## src/verilog/frame_wr_pkg.sv

```systemverilog
// shared widths and constants; single clock, up to 4 frames of 256 bursts of 16 words, 30-bit address
`default_nettype none

package frame_wr_pkg;

	// ----------------------------------------------------------------------
	// data path
	// ----------------------------------------------------------------------
	localparam int DATA_W = 32;                          // pixel and memory word
	typedef logic [DATA_W-1:0] pixel_t;

	localparam int BURST_LEN = 16;                       // words in a full burst
	typedef logic [$clog2(BURST_LEN+1)-1:0] burst_cnt_t; // 0 to 16
	typedef logic [5:0] burst_len_t;                     // controller bl field, count - 1

	// ----------------------------------------------------------------------
	// addressing
	// ----------------------------------------------------------------------
	localparam int BURST_ADDR_W = 8;                     // bursts per frame index
	typedef logic [BURST_ADDR_W-1:0] burst_addr_t;

	localparam int PTR_W = 2;                            // up to four frames
	typedef logic [PTR_W-1:0] frame_ptr_t;
	typedef logic [PTR_W:0] frame_depth_t;               // frames in use, 1 to 4
	localparam int DEPTH_DEFAULT = 2;                    // double buffer out of reset

	localparam int BYTE_ADDR_W = 30;
	typedef logic [BYTE_ADDR_W-1:0] byte_addr_t;
	localparam int BURST_BYTE_SHIFT = 6;                 // 16 words x 4 bytes

	// front fifo
	localparam int FIFO_DEPTH = 64;
	typedef logic [$clog2(FIFO_DEPTH+1)-1:0] fifo_level_t;

	// burst writer states
	typedef enum logic [2:0] {
		ST_IDLE,     // wait for a burst worth of data
		ST_PTR,      // frame pointer being picked
		ST_WR,       // moving words to the controller
		ST_CMD_WAIT, // controller command fifo busy
		ST_CMD,      // write command out
		ST_CHK       // next burst or back to idle
	} burst_state_t;

endpackage

`default_nettype wire

```

## src/verilog/frame_wr_front_fifo.sv

```systemverilog
// sync fwft fifo; dout comes from an async-read array, pixels dropped while full set a sticky flag
`timescale 1ns/1ps
`default_nettype none

module frame_wr_front_fifo
	import frame_wr_pkg::*;
(
	input  wire          clk,
	input  wire          reset,
	input  wire          i_flush,       // clears pointers, overflow too when disarmed
	input  wire          i_fval,
	input  wire          i_dval,
	input  wire          i_armed,
	input  wire  pixel_t i_data,
	input  wire          i_rd_en,       // pops the word at o_dout
	output pixel_t       o_dout,
	output logic         o_empty,
	output logic         o_burst_ready, // at least one full burst stored
	output logic         o_full,
	output logic         o_overflow
);

	pixel_t                        mem [FIFO_DEPTH];
	logic [$clog2(FIFO_DEPTH)-1:0] wr_ptr;
	logic [$clog2(FIFO_DEPTH)-1:0] rd_ptr;
	fifo_level_t                   level;     // words stored
	logic                          px_valid;  // pixel offered while armed
	logic                          wr_ok;
	logic                          rd_ok;

	assign px_valid = i_fval & i_dval & i_armed;
	assign wr_ok    = px_valid & ~o_full;
	assign rd_ok    = i_rd_en & ~o_empty; // guard against a pop on empty

	// ----------------------------------------------------------------------
	// storage
	// ----------------------------------------------------------------------
	always_ff @(posedge clk)
	begin
		if (wr_ok && !i_flush)
			mem[wr_ptr] <= i_data;
	end

	assign o_dout = mem[rd_ptr]; // fall through, valid while not empty

	// ----------------------------------------------------------------------
	// pointers and level
	// ----------------------------------------------------------------------
	always_ff @(posedge clk)
	begin
		if (reset || i_flush)
		begin
			wr_ptr <= '0;
			rd_ptr <= '0;
			level  <= '0;
		end
		else
		begin
			if (wr_ok)
				wr_ptr <= wr_ptr + 1'b1;
			if (rd_ok)
				rd_ptr <= rd_ptr + 1'b1;
			case ({wr_ok, rd_ok})
				2'b10:   level <= level + 1'b1;
				2'b01:   level <= level - 1'b1;
				default: level <= level;    // none or both
			endcase
		end
	end

	assign o_empty       = (level == '0);
	assign o_full        = (level == fifo_level_t'(FIFO_DEPTH));
	assign o_burst_ready = (level >= fifo_level_t'(BURST_LEN));

	// sticky until reset or a flush while disarmed
	always_ff @(posedge clk)
	begin
		if (reset)
			o_overflow <= 1'b0;
		else if (i_flush && !i_armed)
			o_overflow <= 1'b0;
		else if (px_valid && o_full)
			o_overflow <= 1'b1; // pixel lost
	end

endmodule

`default_nettype wire

```

## src/verilog/frame_wr_burst_ctrl.sv

```systemverilog
// burst writer; needs i_dval low for 3 cycles after each i_fval rise, since that rise flushes the fifo
`timescale 1ns/1ps
`default_nettype none

module frame_wr_burst_ctrl
	import frame_wr_pkg::*;
(
	input  wire                clk,
	input  wire                reset,
	input  wire                i_fval,
	input  wire                i_stream_en,
	input  wire  frame_depth_t i_frame_depth,
	input  wire                i_calib_done,   // async to clk
	input  wire                i_fifo_empty,
	input  wire                i_burst_ready,
	input  wire  pixel_t       i_fifo_data,
	input  wire                i_alloc_done,
	input  wire  frame_ptr_t   i_wr_ptr,
	input  wire                i_cmd_empty,
	input  wire                i_wr_full,
	output logic               o_armed,
	output frame_depth_t       o_depth,
	output logic               o_flush,
	output logic               o_rd_en,
	output logic               o_alloc_start,
	output logic               o_wr_en,
	output pixel_t             o_wr_data,
	output logic               o_cmd_en,
	output burst_len_t         o_cmd_bl,
	output byte_addr_t         o_cmd_byte_addr,
	output burst_addr_t        o_wr_addr       // last burst the controller accepted
);

	logic [1:0]   fval_q;      // fval history, [0] newest
	logic         fval_rise;
	logic [1:0]   calib_q;     // two flop sync
	burst_state_t state;
	burst_state_t state_nxt;
	burst_cnt_t   word_cnt;    // words in current burst
	burst_addr_t  burst_idx;   // burst number in frame
	burst_addr_t  cmd_idx;     // index of last issued command
	logic         cmd_pending; // command sent, not yet drained
	logic         cmd_empty_q;
	logic         cmd_drained;
	logic         frame_over;
	logic         burst_end;

	// ----------------------------------------------------------------------
	// housekeeping
	// ----------------------------------------------------------------------
	always_ff @(posedge clk)
	begin
		if (reset)
		begin
			fval_q  <= '0;
			calib_q <= '0;
		end
		else
		begin
			fval_q  <= {fval_q[0], i_fval};
			calib_q <= {calib_q[0], i_calib_done};
		end
	end

	assign fval_rise = fval_q[0] & ~fval_q[1];

	// enable only counts from a frame start; depth only moves while stopped
	always_ff @(posedge clk)
	begin
		if (reset)
		begin
			o_armed <= 1'b0;
			o_depth <= frame_depth_t'(DEPTH_DEFAULT);
		end
		else
		begin
			if (!i_stream_en)
				o_armed <= 1'b0;
			else if (fval_rise)
				o_armed <= 1'b1;
			if (!i_stream_en)
				o_depth <= i_frame_depth;
		end
	end

	assign o_flush = fval_rise | ~o_armed; // fresh fifo per frame

	// ----------------------------------------------------------------------
	// burst fsm
	// ----------------------------------------------------------------------
	assign frame_over = ~fval_q[0] & i_fifo_empty;
	assign o_rd_en    = (state == ST_WR) & ~i_fifo_empty & ~i_wr_full & o_armed;
	assign burst_end  = o_rd_en & (word_cnt == burst_cnt_t'(BURST_LEN - 1));

	always_comb
	begin
		state_nxt = state;
		case (state)
			ST_IDLE:
				if (calib_q[1] && fval_q[0] && i_burst_ready && o_armed)
					state_nxt = ST_PTR;
			ST_PTR:
				if (i_alloc_done)
					state_nxt = ST_WR;
			ST_WR:
				if (burst_end || frame_over || !o_armed)
					state_nxt = ST_CMD_WAIT;
			ST_CMD_WAIT:
				if (i_cmd_empty)
					state_nxt = ST_CMD;
			ST_CMD:
				state_nxt = ST_CHK;      // one cycle
			ST_CHK:
				state_nxt = (frame_over || !o_armed) ? ST_IDLE : ST_WR;
			default:
				state_nxt = ST_IDLE;
		endcase
	end

	always_ff @(posedge clk)
	begin
		if (reset)
		begin
			state         <= ST_IDLE;
			o_alloc_start <= 1'b0;
			word_cnt      <= '0;
			burst_idx     <= '0;
		end
		else
		begin
			state         <= state_nxt;
			o_alloc_start <= (state == ST_IDLE) && (state_nxt == ST_PTR); // first ST_PTR cycle
			if (state == ST_IDLE && state_nxt == ST_PTR)
				burst_idx <= '0;             // new frame
			else if (state == ST_CHK && word_cnt != '0)
				burst_idx <= burst_idx + 1'b1;
			if (state == ST_CHK)
				word_cnt <= '0;
			else if (o_rd_en)
				word_cnt <= word_cnt + 1'b1;
		end
	end

	// ----------------------------------------------------------------------
	// controller port
	// ----------------------------------------------------------------------
	assign o_wr_en   = o_rd_en;        // fifo word goes straight out
	assign o_wr_data = i_fifo_data;

	assign o_cmd_en        = (state == ST_CMD) && (word_cnt != '0); // skip empty bursts
	assign o_cmd_bl        = burst_len_t'(word_cnt) - burst_len_t'(1);
	assign o_cmd_byte_addr = {{(BYTE_ADDR_W - PTR_W - BURST_ADDR_W - BURST_BYTE_SHIFT){1'b0}},
		i_wr_ptr, burst_idx, {BURST_BYTE_SHIFT{1'b0}}};

	// committed address moves once the controller has taken the command
	assign cmd_drained = cmd_pending & i_cmd_empty & ~cmd_empty_q;

	always_ff @(posedge clk)
	begin
		if (o_cmd_en)
			cmd_idx <= burst_idx;
	end

	always_ff @(posedge clk)
	begin
		if (reset)
		begin
			cmd_empty_q <= 1'b0;
			cmd_pending <= 1'b0;
			o_wr_addr   <= '0;
		end
		else
		begin
			cmd_empty_q <= i_cmd_empty;
			if (o_cmd_en)
				cmd_pending <= 1'b1;
			else if (cmd_drained)
				cmd_pending <= 1'b0;
			if (!o_armed)
				o_wr_addr <= '0;         // reader sees frame start
			else if (cmd_drained)
				o_wr_addr <= cmd_idx;
		end
	end

endmodule

`default_nettype wire

```

## src/verilog/frame_wr_ptr_alloc.sv

```systemverilog
// picks next write frame in 4 cycles; i_depth must be 1 to 4 and i_rd_ptr steady while o_changing
`timescale 1ns/1ps
`default_nettype none

module frame_wr_ptr_alloc
	import frame_wr_pkg::*;
(
	input  wire                clk,
	input  wire                reset,
	input  wire                i_armed,
	input  wire                i_start,    // one cycle pulse
	input  wire  frame_depth_t i_depth,
	input  wire  frame_ptr_t   i_rd_ptr,
	output logic               o_done,     // new o_wr_ptr valid this cycle
	output frame_ptr_t         o_wr_ptr,
	output logic               o_changing  // reader holds its pointer
);

	logic [3:0]       step;        // one-hot pipeline stage
	logic             hit_rd;      // next slot is the reader frame
	logic             inc_two;
	logic             first_done;  // first frame after arming placed
	frame_depth_t     slot_inc;
	frame_depth_t     next_slot;
	logic [PTR_W+1:0] sum;         // ptr + inc, at most 5
	logic [PTR_W+1:0] depth_x;
	logic [PTR_W+1:0] wrapped;

	// ----------------------------------------------------------------------
	// step sequencer
	// ----------------------------------------------------------------------
	always_ff @(posedge clk)
	begin
		if (reset)
			step <= '0;
		else
			step <= {step[2:0], i_start};
	end

	assign o_done     = step[3];
	assign o_changing = |step;

	// ----------------------------------------------------------------------
	// pointer arithmetic
	// ----------------------------------------------------------------------
	assign slot_inc  = frame_depth_t'(o_wr_ptr) + frame_depth_t'(1);
	assign next_slot = (slot_inc >= i_depth) ? '0 : slot_inc; // mod depth

	assign depth_x = {1'b0, i_depth};
	assign sum     = {2'b00, o_wr_ptr} + (inc_two ? 4'd2 : 4'd1);

	// two laps possible when depth is 1
	always_comb
	begin
		if (sum >= (depth_x << 1))
			wrapped = sum - (depth_x << 1);
		else if (sum >= depth_x)
			wrapped = sum - depth_x;
		else
			wrapped = sum;
	end

	always_ff @(posedge clk)
	begin
		if (step[0])
			hit_rd <= (next_slot == {1'b0, i_rd_ptr}); // step 1 compare
		if (step[1])
			inc_two <= hit_rd;                          // step 2 choose
	end

	// step 3 add and wrap
	always_ff @(posedge clk)
	begin
		if (reset || !i_armed)
		begin
			o_wr_ptr   <= '0;
			first_done <= 1'b0;
		end
		else
		begin
			if (step[2] && first_done)
				o_wr_ptr <= wrapped[PTR_W-1:0]; // first frame keeps 0
			if (step[3])
				first_done <= 1'b1;
		end
	end

endmodule

`default_nettype wire

```

## src/verilog/frame_wr_top.sv

```systemverilog
// frame buffer write side, all on clk; i_dval must stay low for 3 cycles after each i_fval rise
`timescale 1ns/1ps
`default_nettype none

module frame_wr_top
	import frame_wr_pkg::*;
(
	input  wire                clk,
	input  wire                reset,
	input  wire                i_fval,
	input  wire                i_dval,
	input  wire  pixel_t       i_data,
	input  wire                i_stream_en,
	input  wire  frame_depth_t i_frame_depth,   // taken while stream disabled
	input  wire  frame_ptr_t   i_rd_ptr,
	input  wire                i_calib_done,
	input  wire                i_cmd_empty,
	input  wire                i_wr_full,
	output wire                o_buf_full,
	output wire                o_buf_overflow,
	output wire                o_stream_armed,
	output wire  frame_ptr_t   o_wr_ptr,
	output wire                o_wr_ptr_changing,
	output wire  burst_addr_t  o_wr_addr,
	output wire                o_cmd_en,
	output wire  burst_len_t   o_cmd_bl,
	output wire  byte_addr_t   o_cmd_byte_addr,
	output wire                o_wr_en,
	output wire  pixel_t       o_wr_data
);

	wire          flush;
	wire          rd_en;
	pixel_t       fifo_dout;
	wire          fifo_empty;
	wire          burst_ready;
	frame_depth_t depth;        // latched frame depth
	wire          alloc_start;
	wire          alloc_done;

	// ----------------------------------------------------------------------
	// pixel buffer, burst writer, frame pointer
	// ----------------------------------------------------------------------
	frame_wr_front_fifo u_fifo (
		.clk           (clk),
		.reset         (reset),
		.i_flush       (flush),
		.i_fval        (i_fval),
		.i_dval        (i_dval),
		.i_armed       (o_stream_armed),
		.i_data        (i_data),
		.i_rd_en       (rd_en),
		.o_dout        (fifo_dout),
		.o_empty       (fifo_empty),
		.o_burst_ready (burst_ready),
		.o_full        (o_buf_full),
		.o_overflow    (o_buf_overflow)
	);

	frame_wr_burst_ctrl u_ctrl (
		.clk             (clk),
		.reset           (reset),
		.i_fval          (i_fval),
		.i_stream_en     (i_stream_en),
		.i_frame_depth   (i_frame_depth),
		.i_calib_done    (i_calib_done),
		.i_fifo_empty    (fifo_empty),
		.i_burst_ready   (burst_ready),
		.i_fifo_data     (fifo_dout),
		.i_alloc_done    (alloc_done),
		.i_wr_ptr        (o_wr_ptr),
		.i_cmd_empty     (i_cmd_empty),
		.i_wr_full       (i_wr_full),
		.o_armed         (o_stream_armed),
		.o_depth         (depth),
		.o_flush         (flush),
		.o_rd_en         (rd_en),
		.o_alloc_start   (alloc_start),
		.o_wr_en         (o_wr_en),
		.o_wr_data       (o_wr_data),
		.o_cmd_en        (o_cmd_en),
		.o_cmd_bl        (o_cmd_bl),
		.o_cmd_byte_addr (o_cmd_byte_addr),
		.o_wr_addr       (o_wr_addr)
	);

	frame_wr_ptr_alloc u_alloc (
		.clk        (clk),
		.reset      (reset),
		.i_armed    (o_stream_armed),
		.i_start    (alloc_start),
		.i_depth    (depth),
		.i_rd_ptr   (i_rd_ptr),
		.o_done     (alloc_done),
		.o_wr_ptr   (o_wr_ptr),
		.o_changing (o_wr_ptr_changing)
	);

endmodule

`default_nettype wire

```

## config.mk

```make
export PLATFORM = sky130hd
export DESIGN_NAME = frame_wr_top
export DESIGN_NICKNAME = d
export VERILOG_FILES = /design/src/verilog/frame_wr_pkg.sv /design/src/verilog/frame_wr_front_fifo.sv /design/src/verilog/frame_wr_burst_ctrl.sv /design/src/verilog/frame_wr_ptr_alloc.sv /design/src/verilog/frame_wr_top.sv
export SDC_FILE = /design/constraint.sdc
export NUM_CORES = 2
export LEC_CHECK = 0
export BUFFER_PORTS_ARGS = -buffer_cell sky130_fd_sc_hd__buf_2
export CAP_MARGIN = 25
export CORE_ASPECT_RATIO = 1.4
export CORE_UTILIZATION = 55
export DETAILED_ROUTE_END_ITERATION = 12
export PLACE_DENSITY = 0.82
export RECOVER_POWER = 100
export SLEW_MARGIN = 20
export SYNTH_ARGS = -nofsm -noshare
export SYNTH_HDL_FRONTEND = slang
export SYNTH_HIERARCHICAL = 1
export SYNTH_SLANG_ARGS = --single-unit
```

## constraint.sdc

```tcl
create_clock -name clk -period 8.2 [get_ports clk]
set_input_delay 0 -clock clk [delete_from_list [all_inputs] [get_ports clk]]
set_output_delay 0 -clock clk [all_outputs]
set_load 0.02 [all_outputs]
```

==> flow_summary.toml <==
[synthesis]
ys_seq_elements = 2126
synth_cell_types = 68
synth_edf_count = 2058
netlist_area_sq_mm = 0.0820
synthCells = 3879
ys_seq_area_frac = 0.770
ys.warnings.count = 6
synthFlopType = "edfxtp_1"
synth_area_per_cell_sq_um = 21.1
synthArstFlopShare = 0

[layout]
fillers = 9438
final_cells = 6191
area_delta_synth_final_pct = 10.5
final_cell_area_sq_mm = 0.0907
drive_above_1_share = 0.208
seqCellArea_sq_mm = 0.0632
multi_input_area_sq_mm = 0.0176
nets = 4170
final_common_cell = "edfxtp_1"
postLayoutCoreUtil = 0.613
final_cell_mix = "2058 x edfxtp_1, 489 x mux4_2, 206 x clkbuf_1, 184 x clkbuf_16, 91 x nor2_1"

[worst_setup_path]
crit_chain = "buf_4 -> mux2i_1 -> o22ai_1 -> a2111oi_0 -> or4_1 -> nor3_1 -> buf_2"
critical_path.max_stage_delay_ns = 2.25
required_ns = 8.20
critPathArrivalTime_ns = 6.49
worst-setup-path-type = "flip-flop to output port"
r2r_start = "u_fifo/level[2]$_SDFFE_PP0P_"
critical-path-slowest-cell = "dfxtp_1"
ff2ff_setup_slack_ns = 2.34
regToRegEndpoint = "u_fifo/mem[36][4]$_DFFE_PP_"
cp_max_fo = 46
critPathLaunchType = "flip-flop"
cp-end-kind = "output port"
reg2reg_depth = 6
path_buf_inv = 2
cp_top_family = "flip-flops"

[clock_tree]
cts_tree = "yes"
clockRootBuffer = "clkbuf_16"
clkLatencyLatePin_ns = 0.85
cts_buffer_depth = 3
cts_buffers = 177
post_cts_buffers = 0
clk_pin_slew_worst_paths_ns = 0.07
cts.sinks = 2126
htreeDepth = 4

[sta]
final.setup_skew_ns = 0.0323
rsz0062_at_grt = "no"
whs_ns = 0.0909
fmax_mhz = 154
tns_ns = 0
finalHoldViolCount = 0
slew_headroom = -1.47
worstMarginPinSlew_ns = 3.70
post-route-period-util = 0.792
finalCriticalPeriod_ns = 6.49
drv_slew = 4018
setup_violations = 0

[floorplanning]
die_w_um = 328
die_h_um = 459
core-area_sq_mm = 0.148
die_area_sq_mm = 0.151
ios = 129
start_util = 0.555
rows = 167

[min_path]
hp-class = "primary input to flip-flop"
hold_end = "u_ctrl/word_cnt[0]$_SDFFE_PP0P_"
hold_depth = 5
hold_start = "i_wr_full"

[placed_design]
port_buffers = 108
dp_hpwl_mm = 116
place_inst = 5800
placed_area_sq_mm = 0.0851
place_congestion = 0.858

[routing]
vias_per_cell = 7.02
drt_wl_total_mm = 225
drc = 32
dr_wl_met3_mm = 27.1
maxUsedRoutingLayer = "met5"
drtIter0Drc = 6306
wl_met2_mm = 111
wl_per_cell_um = 36.4
drtPass1Iterations = 11
drt-met1-wl_mm = 68.7
vias = 43500
ant_nets = 0

[power_and_ir_drop]
power_switching_uw = 4020
p_comb_frac = 0.011
leakagePower_uw = 0.0269
clkPwrFrac = 0.406
ir_drop_mv = 0.260
p_int_uw = 16400
p_per_area_mw_per_mm2 = 226
swShare = 0.196
power_frac_seq = 0.583

[global_route]
grt_pass1_wl_mm = 317
grt_pass1_vias = 44700
gr-total-overflow = 0
grt_antenna_before_repair = 11
grt_use_total = 0.301
grt_max_degree = 91

[status]
violations = "DRC, capacitance limit, slew limit"
outcome = "finished, violations left"

[flow_run]
drv_cap = 102
-- how the worst max path moves through the flow --
| stage | startpoint | endpoint | cells past startpoint |
|---|---|---|---|
| finish | flip-flop | o_wr_data[15] | 7 |
| global route | flip-flop | o_wr_data[15] | 7 |
| global placement | u_fifo/level[2]$_SDFFE_PP0P_ | u_fifo/level[4]$_SDFFE_PP0P_ | 13 |
| CTS | flip-flop | o_wr_data[27] | 7 |
| floorplan | u_fifo/level[1]$_SDFFE_PP0P_ | u_fifo/level[4]$_SDFFE_PP0P_ | 16 |
| detailed placement | u_fifo/level[2]$_SDFFE_PP0P_ | u_fifo/level[4]$_SDFFE_PP0P_ | 13 |
-- power groups by stage --
stage | Combinational (uW) | Clock, uW | Sequential [uW]
global placement | 186 | 0 | 12100
floorplan | 29.7 | 0 | 12100
detailed placement | 203 | 0 | 12100
global route | 240 | 8730 | 11900
finish | 231 | 8310 | 11900
CTS | 228 | 8350 | 11900
-- sequential cells by signal, summed over array words and instances (netlist names), 2 cells and up, named ones only --
signal and flops:
u_alloc/step 4, u_ctrl/calib_q 2, u_ctrl/fval_q 2, u_fifo/rd_ptr 6, u_ctrl/o_wr_addr 8, u_ctrl/word_cnt 5, u_fifo/level 7, u_ctrl/cmd_idx 8
u_fifo/wr_ptr 6, u_ctrl/o_depth 3, u_ctrl/burst_idx 8, u_ctrl/state 3, u_fifo/mem 2048, u_alloc/o_wr_ptr 2
-- final cells by class --
cell class,instances,share of cell area
Clock inverter,83,0.00855
Timing Repair Buffer,297,0.0195
Sequential cell,2126,0.697
Clock buffer,236,0.0530
Multi-Input combinational cell,1481,0.194
Antenna cell,4,0.000110
Tap cell,1943,0.0268
Inverter,21,0.000869
-- logic make-up (layout without fill, tap and decap cells) --
logic type / count (synthesis) / count (layout) / share of synthesized area
adder cells (fa/ha/maj): 21 / 21 / 0.00329
multiplexers: 583 / 583 / 0.146
buffers and inverters: 291 / 637 / 0.0196
XOR/XNOR: 18 / 18 / 0.00192
other: 1 / 24 / 0.0000457
AND/OR/NAND/NOR: 524 / 524 / 0.0328
AO/OA/AOI/OAI: 315 / 315 / 0.0265
flip-flops: 2126 / 2126 / 0.770
-- worst reg2reg max path, stage by stage, from the launching register on --
cell and delay [ns]:
dfxtp_1 0.52, nor4_1 0.17, and3_1 0.24, nor3_1 0.76, nand3b_1 0.75, nor2_4 0.27
clkbuf_1 2.63
-- stage by stage --
| step | setup slack (ns) | power [uW] |
|---|---|---|
| after floorplan | 4.24 | 12200 |
| after global placement | 3.87 | 12300 |
| after detailed placement | 3.84 | 12300 |
| after CTS | 3.39 | 20500 |
| after global routing | 1.63 | 20900 |
| final | 1.71 | 20500 |
-- cell usage after synthesis, drive strengths merged, types with 51 or more instances --
master,n,share of area
a22oi,57,0.0052
buf,196,0.015
clkbuf,74,0.0034
dfxtp,68,0.017
edfxtp,2058,0.75
mux2i,80,0.0098
mux4,489,0.13
nand2,91,0.0042
nand3,86,0.0052
nand4,57,0.0043
nor2,131,0.0060
o221ai,51,0.0054
o22ai,72,0.0055
-- repair_timing --
| item | 4_1_cts | 5_1_grt |
|---|---|---|
| resized for setup | 0 | 0 |
| endpoints found under the hold margin | 1604 | 128 |
| hold buffers | 59 | 2 |
-- routing by layer --
metal,vias up,track usage
li1,16600,-
met1,22200,0.348
met2,3749,0.493
met3,951,0.0787
met4,14,0.203
met5,-,0
(Power assumes the default switching activity.)
